<file path="src/hw/armDecodePkg.sv">
package armDecodePkg;

    // raw 32-bit instruction word as fetched
    typedef logic [31:0] instrWord_t;

    // microcode entry state number that the control unit jumps to
    typedef logic [9:0] entryState_t;

    // data-processing opcode field, bits 24:21
    typedef logic [3:0] dpOpcode_t;

    // addressing mode 2 control bits 24:20
    // order is P, U, B, W, L from msb to lsb
    typedef logic [4:0] memMode_t;

    // coarse instruction class, decided in the first stage
    typedef enum logic [2:0]
    {
        // data processing, 32-bit rotated immediate
        CLASS_DATA_IMM,
        // single word/byte transfer, 12-bit immediate offset
        CLASS_MEM_IMM,
        // single word/byte transfer, plain register offset
        CLASS_MEM_REG,
        // B and BL
        CLASS_BRANCH,
        // everything else, including mode 3 and ldm/stm
        CLASS_OTHER
    } instrClass_t;

    // fetch state, also the target for anything not decoded
    localparam entryState_t FETCH_STATE = 10'd1;

    // common branch entry
    localparam entryState_t BRANCH_STATE = 10'd64;

endpackage
</file>
<file path="src/hw/decodeIf.sv">
`timescale 1ns/1ps

// one classified instruction between the two pipeline stages
interface decodeIf;

    // one-cycle strobe, no back-pressure
    logic valid;
    armDecodePkg::instrClass_t iclass;
    armDecodePkg::dpOpcode_t opcode;
    // S bit, bit 20
    logic setFlags;
    // P/U/B/W/L
    armDecodePkg::memMode_t memMode;

    // classify side drives everything
    modport stage (output valid, output iclass, output opcode, output setFlags,
                   output memMode);

    // entry side only looks
    modport lookup (input valid, input iclass, input opcode, input setFlags,
                    input memMode);

endinterface

</file>
<file path="src/hw/armDecoderTop.sv">
`timescale 1ns/1ps

// two-stage decoder, word in, microcode entry state out two cycles later
module armDecoderTop
(
    input logic clk,
    input logic reset,
    // one strobe per word
    input logic instrValid,
    input armDecodePkg::instrWord_t instruction,
    // must be taken the cycle it is high
    output logic entryValid,
    output armDecodePkg::entryState_t entryState
);

    // classified word between the stages
    decodeIf decoded();

    // stage 1, class and fields
    classifyStage classifyStage_i
    (
        .clk(clk),
        .reset(reset),
        .instrValid(instrValid),
        .instruction(instruction),
        .decoded(decoded.stage)
    );

    // stage 2, table lookup
    entryStage entryStage_i
    (
        .clk(clk),
        .reset(reset),
        .decoded(decoded.lookup),
        .entryValid(entryValid),
        .entryState(entryState)
    );

endmodule

</file>
<file path="src/hw/entryStage.sv">
`timescale 1ns/1ps

module entryStage
(
    input logic clk,
    input logic reset,
    decodeIf.lookup decoded,
    output logic entryValid,
    output armDecodePkg::entryState_t entryState
);

    // table outputs
    armDecodePkg::entryState_t dpState;
    armDecodePkg::entryState_t memState;
    // chosen entry, before the register
    armDecodePkg::entryState_t nextState;
    // mode 2 table flavour comes straight from the class
    logic registerOffset;

    assign registerOffset = (decoded.iclass == armDecodePkg::CLASS_MEM_REG);

    dataProcTable dataProcTable_i
    (
        .opcode(decoded.opcode),
        .setFlags(decoded.setFlags),
        .state(dpState)
    );

    addrMode2Table addrMode2Table_i
    (
        .memMode(decoded.memMode),
        .registerOffset(registerOffset),
        .state(memState)
    );

    // pick by class
    always_comb
    begin
        case (decoded.iclass)
            armDecodePkg::CLASS_DATA_IMM: nextState = dpState;
            armDecodePkg::CLASS_MEM_IMM: nextState = memState;
            armDecodePkg::CLASS_MEM_REG: nextState = memState;
            armDecodePkg::CLASS_BRANCH: nextState = armDecodePkg::BRANCH_STATE;
            default: nextState = armDecodePkg::FETCH_STATE;
        endcase
    end

    always_ff @(posedge clk)
    begin
        if (reset)
        begin
            entryValid <= 1'b0;
        end
        else
        begin
            entryValid <= decoded.valid;
        end
    end

    // result holds while nothing new arrives
    always_ff @(posedge clk)
    begin
        if (decoded.valid)
        begin
            entryState <= nextState;
        end
    end

endmodule

</file>
<file path="src/hw/addrMode2Table.sv">
`timescale 1ns/1ps

module addrMode2Table
(
    input armDecodePkg::memMode_t memMode,
    input logic registerOffset,
    output armDecodePkg::entryState_t state
);

    // keyed on P U B W L
    // P=0 with W=1 is the user-mode (T) form, not handled here
    always_comb
    begin
        if (!registerOffset)
        begin
            case (memMode)
                // strb immediate
                5'b11100: state = 10'd8;
                5'b10100: state = 10'd12;
                5'b11110: state = 10'd24;
                5'b10110: state = 10'd29;
                5'b01100: state = 10'd44;
                5'b00100: state = 10'd49;
                // str immediate
                5'b11000: state = 10'd65;
                5'b10000: state = 10'd69;
                5'b11010: state = 10'd81;
                5'b10010: state = 10'd86;
                5'b01000: state = 10'd101;
                5'b00000: state = 10'd106;
                // ldrb immediate
                5'b11101: state = 10'd177;
                5'b10101: state = 10'd181;
                5'b11111: state = 10'd193;
                5'b10111: state = 10'd198;
                5'b01101: state = 10'd213;
                5'b00101: state = 10'd218;
                // ldr immediate
                5'b11001: state = 10'd289;
                5'b10001: state = 10'd293;
                5'b11011: state = 10'd305;
                5'b10011: state = 10'd310;
                5'b01001: state = 10'd325;
                5'b00001: state = 10'd330;
                // user-mode transfers fall back to fetch
                default: state = armDecodePkg::FETCH_STATE;
            endcase
        end
        else
        begin
            case (memMode)
                // strb register
                5'b11100: state = 10'd16;
                5'b10100: state = 10'd20;
                // pre-index add and sub share one entry in the rom
                5'b11110: state = 10'd34;
                5'b10110: state = 10'd34;
                5'b01100: state = 10'd54;
                5'b00100: state = 10'd59;
                // str register
                5'b11000: state = 10'd73;
                5'b10000: state = 10'd77;
                5'b11010: state = 10'd91;
                5'b10010: state = 10'd96;
                5'b01000: state = 10'd111;
                5'b00000: state = 10'd116;
                // ldrb register
                5'b11101: state = 10'd185;
                5'b10101: state = 10'd189;
                5'b11111: state = 10'd203;
                5'b10111: state = 10'd208;
                5'b01101: state = 10'd223;
                5'b00101: state = 10'd228;
                // ldr register
                5'b11001: state = 10'd297;
                5'b10001: state = 10'd301;
                5'b11011: state = 10'd315;
                5'b10011: state = 10'd320;
                5'b01001: state = 10'd335;
                // out of sequence with its neighbours, kept as in the rom
                5'b00001: state = 10'd340;
                default: state = armDecodePkg::FETCH_STATE;
            endcase
        end
    end

endmodule

</file>
<file path="src/hw/dataProcTable.sv">
`timescale 1ns/1ps

module dataProcTable
(
    input armDecodePkg::dpOpcode_t opcode,
    input logic setFlags,
    output armDecodePkg::entryState_t state
);

    // 32-entry map, opcode with and without S
    // compares and tests land on one state either way
    always_comb
    begin
        if (!setFlags)
        begin
            case (opcode)
                // and, eor
                4'b0000: state = 10'd500;
                4'b0001: state = 10'd504;
                // sub, rsb
                4'b0010: state = 10'd489;
                4'b0011: state = 10'd492;
                // add sits low in the rom
                4'b0100: state = 10'd7;
                // adc, sbc, rsc
                4'b0101: state = 10'd494;
                4'b0110: state = 10'd496;
                4'b0111: state = 10'd498;
                // tst, teq, cmp, cmn
                4'b1000: state = 10'd487;
                4'b1001: state = 10'd488;
                4'b1010: state = 10'd485;
                4'b1011: state = 10'd486;
                // orr, mov, bic, mvn
                4'b1100: state = 10'd506;
                4'b1101: state = 10'd226;
                4'b1110: state = 10'd502;
                default: state = 10'd484;
            endcase
        end
        else
        begin
            case (opcode)
                // ands, eors
                4'b0000: state = 10'd499;
                4'b0001: state = 10'd503;
                // subs, rsbs
                4'b0010: state = 10'd490;
                4'b0011: state = 10'd491;
                // adds
                4'b0100: state = 10'd5;
                // adcs, sbcs, rscs
                4'b0101: state = 10'd493;
                4'b0110: state = 10'd495;
                4'b0111: state = 10'd497;
                // S is implied for these four
                4'b1000: state = 10'd487;
                4'b1001: state = 10'd488;
                4'b1010: state = 10'd485;
                4'b1011: state = 10'd486;
                // orrs, movs, bics, mvns
                4'b1100: state = 10'd505;
                4'b1101: state = 10'd225;
                4'b1110: state = 10'd501;
                default: state = 10'd483;
            endcase
        end
    end

endmodule

</file>
<file path="src/hw/classifyStage.sv">
`timescale 1ns/1ps

module classifyStage
(
    input logic clk,
    input logic reset,
    input logic instrValid,
    input armDecodePkg::instrWord_t instruction,
    decodeIf.stage decoded
);

    // class of the incoming word, before the register
    armDecodePkg::instrClass_t nextClass;

    // register form of mode 2 is only taken with no shift at all
    logic zeroShift;

    assign zeroShift = (instruction[11:4] == 8'h00);

    // bits 27:25 pick the class
    always_comb
    begin
        case (instruction[27:25])
            3'b001:
            begin
                nextClass = armDecodePkg::CLASS_DATA_IMM;
            end
            3'b010:
            begin
                nextClass = armDecodePkg::CLASS_MEM_IMM;
            end
            3'b011:
            begin
                // shifted register offsets are not in the map
                if (zeroShift)
                begin
                    nextClass = armDecodePkg::CLASS_MEM_REG;
                end
                else
                begin
                    nextClass = armDecodePkg::CLASS_OTHER;
                end
            end
            3'b101:
            begin
                nextClass = armDecodePkg::CLASS_BRANCH;
            end
            default:
            begin
                // mode 3, ldm/stm, coprocessor, swi and the rest
                nextClass = armDecodePkg::CLASS_OTHER;
            end
        endcase
    end

    // valid strobe, one cycle later
    always_ff @(posedge clk)
    begin
        if (reset)
        begin
            decoded.valid <= 1'b0;
        end
        else
        begin
            decoded.valid <= instrValid;
        end
    end

    // fields only move with a new word
    always_ff @(posedge clk)
    begin
        if (instrValid)
        begin
            decoded.iclass <= nextClass;
            decoded.opcode <= instruction[24:21];
            decoded.setFlags <= instruction[20];
            // P U B W L
            decoded.memMode <= instruction[24:20];
        end
    end

endmodule

</file>
<file path="config.mk">
export PLATFORM = sky130hd
export DESIGN_NAME = armDecoderTop
export DESIGN_NICKNAME = d
export VERILOG_FILES = /design/src/hw/armDecodePkg.sv /design/src/hw/decodeIf.sv /design/src/hw/armDecoderTop.sv /design/src/hw/entryStage.sv /design/src/hw/addrMode2Table.sv /design/src/hw/dataProcTable.sv /design/src/hw/classifyStage.sv
export SDC_FILE = /design/constraint.sdc
export NUM_CORES = 1
export LEC_CHECK = 0
export ABC_AREA = 1
export BUFFER_PORTS_ARGS = -buffer_cell sky130_fd_sc_hd__buf_2
export CORE_MARGIN = 2
export CORE_UTILIZATION = 35
export CTS_CLUSTER_DIAMETER = 30
export DETAILED_ROUTE_END_ITERATION = 7
export GPL_TIMING_DRIVEN = 0
export MAX_ROUTING_LAYER = met4
export PLACE_DENSITY = 0.62
export SLEW_MARGIN = 10
export SYNTH_ARGS = -nofsm -noshare
export SYNTH_HDL_FRONTEND = slang
export SYNTH_SLANG_ARGS = --single-unit
</file>
<file path="constraint.sdc">
create_clock -name clk -period 2.1 [get_ports clk]
set_clock_uncertainty 0.1 [all_clocks]
set_input_delay 0.105 -clock clk [delete_from_list [all_inputs] [get_ports clk]]
set_output_delay 0.105 -clock clk [all_outputs]
set_load 0.02 [all_outputs]
</file>
# Word level (Yosys, flattened, before mapping)
# Memory sizes are Yosys's and may differ from the RTL's. A register that Yosys moved wholly into a read port is not among the register bits.
# Index checks and enable logic that the tools add are counted.
# totals
regBits,25
rom_bits,864
input_bits,35
wordCells,30
n_memories,4
# mem_list
name,depth,word_bits,rd,rd_clocked_by_memory_dff,wr,line_no,rtl
(no name shown),32,9,1,1,0,addrMode2Table.sv:16,case (memMode)
(no name shown),32,9,1,1,0,addrMode2Table.sv:51,case (memMode)
(no name shown),16,9,1,1,0,dataProcTable.sv:16,case (opcode)
(no name shown),16,9,1,1,0,dataProcTable.sv:43,case (opcode)
# op_classes
eq_ne,7
muxes,9
reduce_logical,3
# ops
op,count
$pmux 10 s3,1
$mux 10,2
$eq 3x2->1 const B,4
$pmux 3 s4,1
$mux 5,2
$logic_not 8->1,1
$mux 4,2
$eq 3x1->1 const B,2
$eq 3x3->1 const B,1
$logic_not 3->1,1
$mux 3,1
$reduce_or 2->1,1

# Longest topological paths before layout
# depth
depth_word,3
mapped_depth,11
depth_no_buf,10

# By module
# Synthesis repeated with hierarchy kept, for this count alone.
# hier_totals
hier_cells,281
hier_area_um2,1925.6
# modules_own_cells
module,instances,cells_each,area_per_inst_um2,seq_area_each_um2
addrMode2Table,1,118,576.8,0.0
entryStage,1,53,550.5,320.3
dataProcTable,1,74,412.9,0.0
classifyStage,1,36,385.4,260.2

# Worst setup path after synthesis
# OpenSTA, ideal clock, no wires.
# synth_timing
path_type,register to register
startpoint,reg classifyStage_i.decoded.memMode[0]
endpoint,reg (tool-made name)
setup_ns,0.128
arrival_ns,1.460
required_ns,1.872
setup_slack_ns,0.412
path_stages_with_launch,9
n_path_buf,0
synth_period_minus_slack_ns,1.688
path_cell_list,edfxtp_1 > inv_1 > o21ai_2 > inv_1 > ha_1 > nand2_1 > nand2_1 > nand2_1 > o211ai_1
# synth_rtl
element,line_no,rtl
"start, declared",decodeIf.sv:17,output memMode);
"start signal, assigned",classifyStage.sv:78,decoded.memMode <= instruction[24:20];

==> impl_metrics.ini <==
[global_route]
grt_pass1_wl_mm = 8.74
overflow = 0
grt_max_degree = 16
grt_antenna_before_repair = 0
grt_pass1_vias = 1848
grtUsageTotal = 0.153

[sta]
fmax_mhz = 548
post-route-min-period_ps = 1820
worst_pin_slew_ps = 709
rsz0062_at_grt = false
slew_violations = 0
hold_viol = 0
setup_tns_ps = 0
maxSlewHeadroom = 0.524
setup_violations = 0
period_share = 0.869
whs_ps = 23.8

[die]
num_rows = 29
die_y_um = 86.2
coreArea_mm2 = 0.00642
initial_utilization = 0.368
die_area_mm2 = 0.00742
pin_count = 46
die_w_um = 86.2

[hold_path]
hp-start = instruction[27]
hp-class = input port to flop
holdPathStages = 3
min_to = classifyStage_i.decoded.iclass[1]

[critical_path]
r2r_setup_slack_ps = 280
rr_worst_depth = 10
crit_arrival_ps = 1970
end_kind = flop
crit_type = flop to flop
crit_chain = inv_2 -> o21ai_4 -> inv_1 -> ha_1 -> inv_1 -> nor2_1 -> nand2_1 -> nand2_1 -> nand2_1 -> nand2_1
startpoint_type = flop
cp.buffers_inverters = 3
cp.required_ps = 2250
slowest_delay_ps = 440
path_max_fanout = 7
critPathSlowestCell = edfxtp_1
reg2reg_from = classifyStage_i.decoded.memMode[0]
path_delay_family = simple AND/OR/NAND/NOR gates
crit_path_frequent_cell = nand2_1

[synth]
ys.flop_type = dfxtp_1
yosys.area.top_type = dfxtp_1
synth_edf_count = 17
synth_area_leaders = dfxtp_1, edfxtp_1, nand2_1, ha_1, nand3_1
yosysMostFrequentCell = nand2_1
yosysTopAreaCellShare = 0.254
synth_warnings = 0
postSynthAreaPerCell_um2 = 8.17
synth_cell_types = 28
async_flop_share = 0
synth-seq-cells = 47
syn_area_mm2 = 0.00236
syn_inst = 289
syn_nets = 338
ys_top_cells_by_count = nand2_1, dfxtp_1, nor2_1
ys_seq_area_frac = 0.470

[pwr]
swShare = 0.280
p_int_uw = 1560
seqPwrFrac = 0.500
pwr-share-clk = 0.304
total_power_uw = 2170
p_comb_frac = 0.197
ir_drop_v = 0.000306
p_per_area_mw_per_mm2 = 777
leakage_uw = 0.00135
power.switching_uw = 607

[detailed_routing]
via_per_inst = 4.82
wirelength_mm = 5.00
detail-route-antenna-nets = 0
dr_total_vias = 1970
wl_per_cell_um = 12.2
remaining_drc_errors = 0
drt_iter0_markers = 86
firstDrtPassIters = 4

[cells_and_area]
drive_above_1_share = 0.187
antennaDiodeCount = 0
areaGrowthSynthToFinish_pct = 18.0
nNetsFinal = 380

[cts]
clock-sinks = 47
root_buffer = clkbuf_8
cts_buffer_depth = 2
cts.htree.levels = 2
cts.clk_slew.worst_paths_ps = 90
cts_tree = yes
cts_buffers = 5
insertion_delay_ps = 300

[place]
gp_congestion = 0.916
port_buffers = 28
hpwlAfterDp_mm = 3.78

[run]
drv_cap = 0

[status]
status = finished clean
[worst max-delay path by stage]
stage	cells past startpoint	slack, ps	to	startpoint
global placement	8	-6	flop	classifyStage_i.decoded.memMode[0]
CTS	8	50	flop	classifyStage_i.decoded.memMode[0]
global route	10	120	flop	classifyStage_i.decoded.memMode[0]
finish	10	280	flop	classifyStage_i.decoded.memMode[0]
floorplan	8	410	flop	classifyStage_i.decoded.memMode[0]
detailed placement	8	-10	flop	classifyStage_i.decoded.memMode[0]
[power by group through the flow]
stage                     clock (uW)  combinational (uW)  sequential [uW]
after global placement             0                 408             1100
final                            658                 426             1080
after global routing             707                 487             1090
after floorplan                    0                 281             1110
after CTS                        663                 420             1090
after detailed placement           0                 407             1110
[kinds of logic after synthesis]
group,after synthesis,share of synthesized area
AOI/OAI and AO/OA,42,0.110
adders and majority gates,14,0.0742
buffers and inverters,33,0.0715
DFF,47,0.470
muxes,1,0.00424
other,1,0.00159
and+or+nand+nor,151,0.268
[what timing repair did]
| action | CTS | global route |
|---|---|---|
| endpoints found under the hold margin | 7 | 0 |
| endpoints found under the setup margin | 3 | 5 |
| hold buffers | 6 | 0 |
| gates resized for setup | 1 | 1 |
| buffers inserted | 0 | 1 |
[layer usage]
| layer | routed length, um | vias up | GRT usage |
|---|---|---|---|
| met1 | 2260 | 888 | 0.193 |
| met5 | 0 | - | - |
| li1 | - | 1021 | - |
| met4 | 65 | 0 | 0.0476 |
| met2 | 2410 | 55 | 0.251 |
| met3 | 269 | 6 | 0.0250 |
[tightest hold or removal path, stage by stage]
cell and delay [ps]:
buf_2 90, nand2_1 60, nand2_1 70
[cell type report]
| type | instances | area [um^2] |
|---|---|---|
| inverters | 26 | 97.6 |
| clock buffers | 5 | 68.8 |
| plain buffers | 7 | 71.3 |
| multi-input cells | 209 | 1090 |
| clock inverters | 3 | 43.8 |
| flip-flops and latches | 47 | 1110 |
| fillers | 655 | 3640 |
| repair buffers | 35 | 208 |
| well taps | 77 | 96.3 |
[through the flow]
stage,setup slack [ps],util,cell area [um^2],instances
2_1_floorplan,412,-,2360,289
3_3_place_gp,-6.15,0.405,2600,394
3_5_place_dp,-10.2,0.405,2600,394
4_1_cts,48.9,0.433,2780,408
5_1_grt,115,0.434,2790,409
6_report,275,0.434,2790,409
[cells in the final DEF (no fill, tap or decap), types with 5 or more instances in the layout]
cell type and n:
buf_2 28, nand2_2 6, edfxtp_1 17, o21ai_0 19, ha_1 14, nand2_1 90, dlygate4sd3_1 6, buf_6 5
dfxtp_1 30, inv_1 22, clkbuf_8 5, nor2_1 25, o211ai_1 5, nand3_1 24
Note: power is estimated with default switching activity, not from simulation.
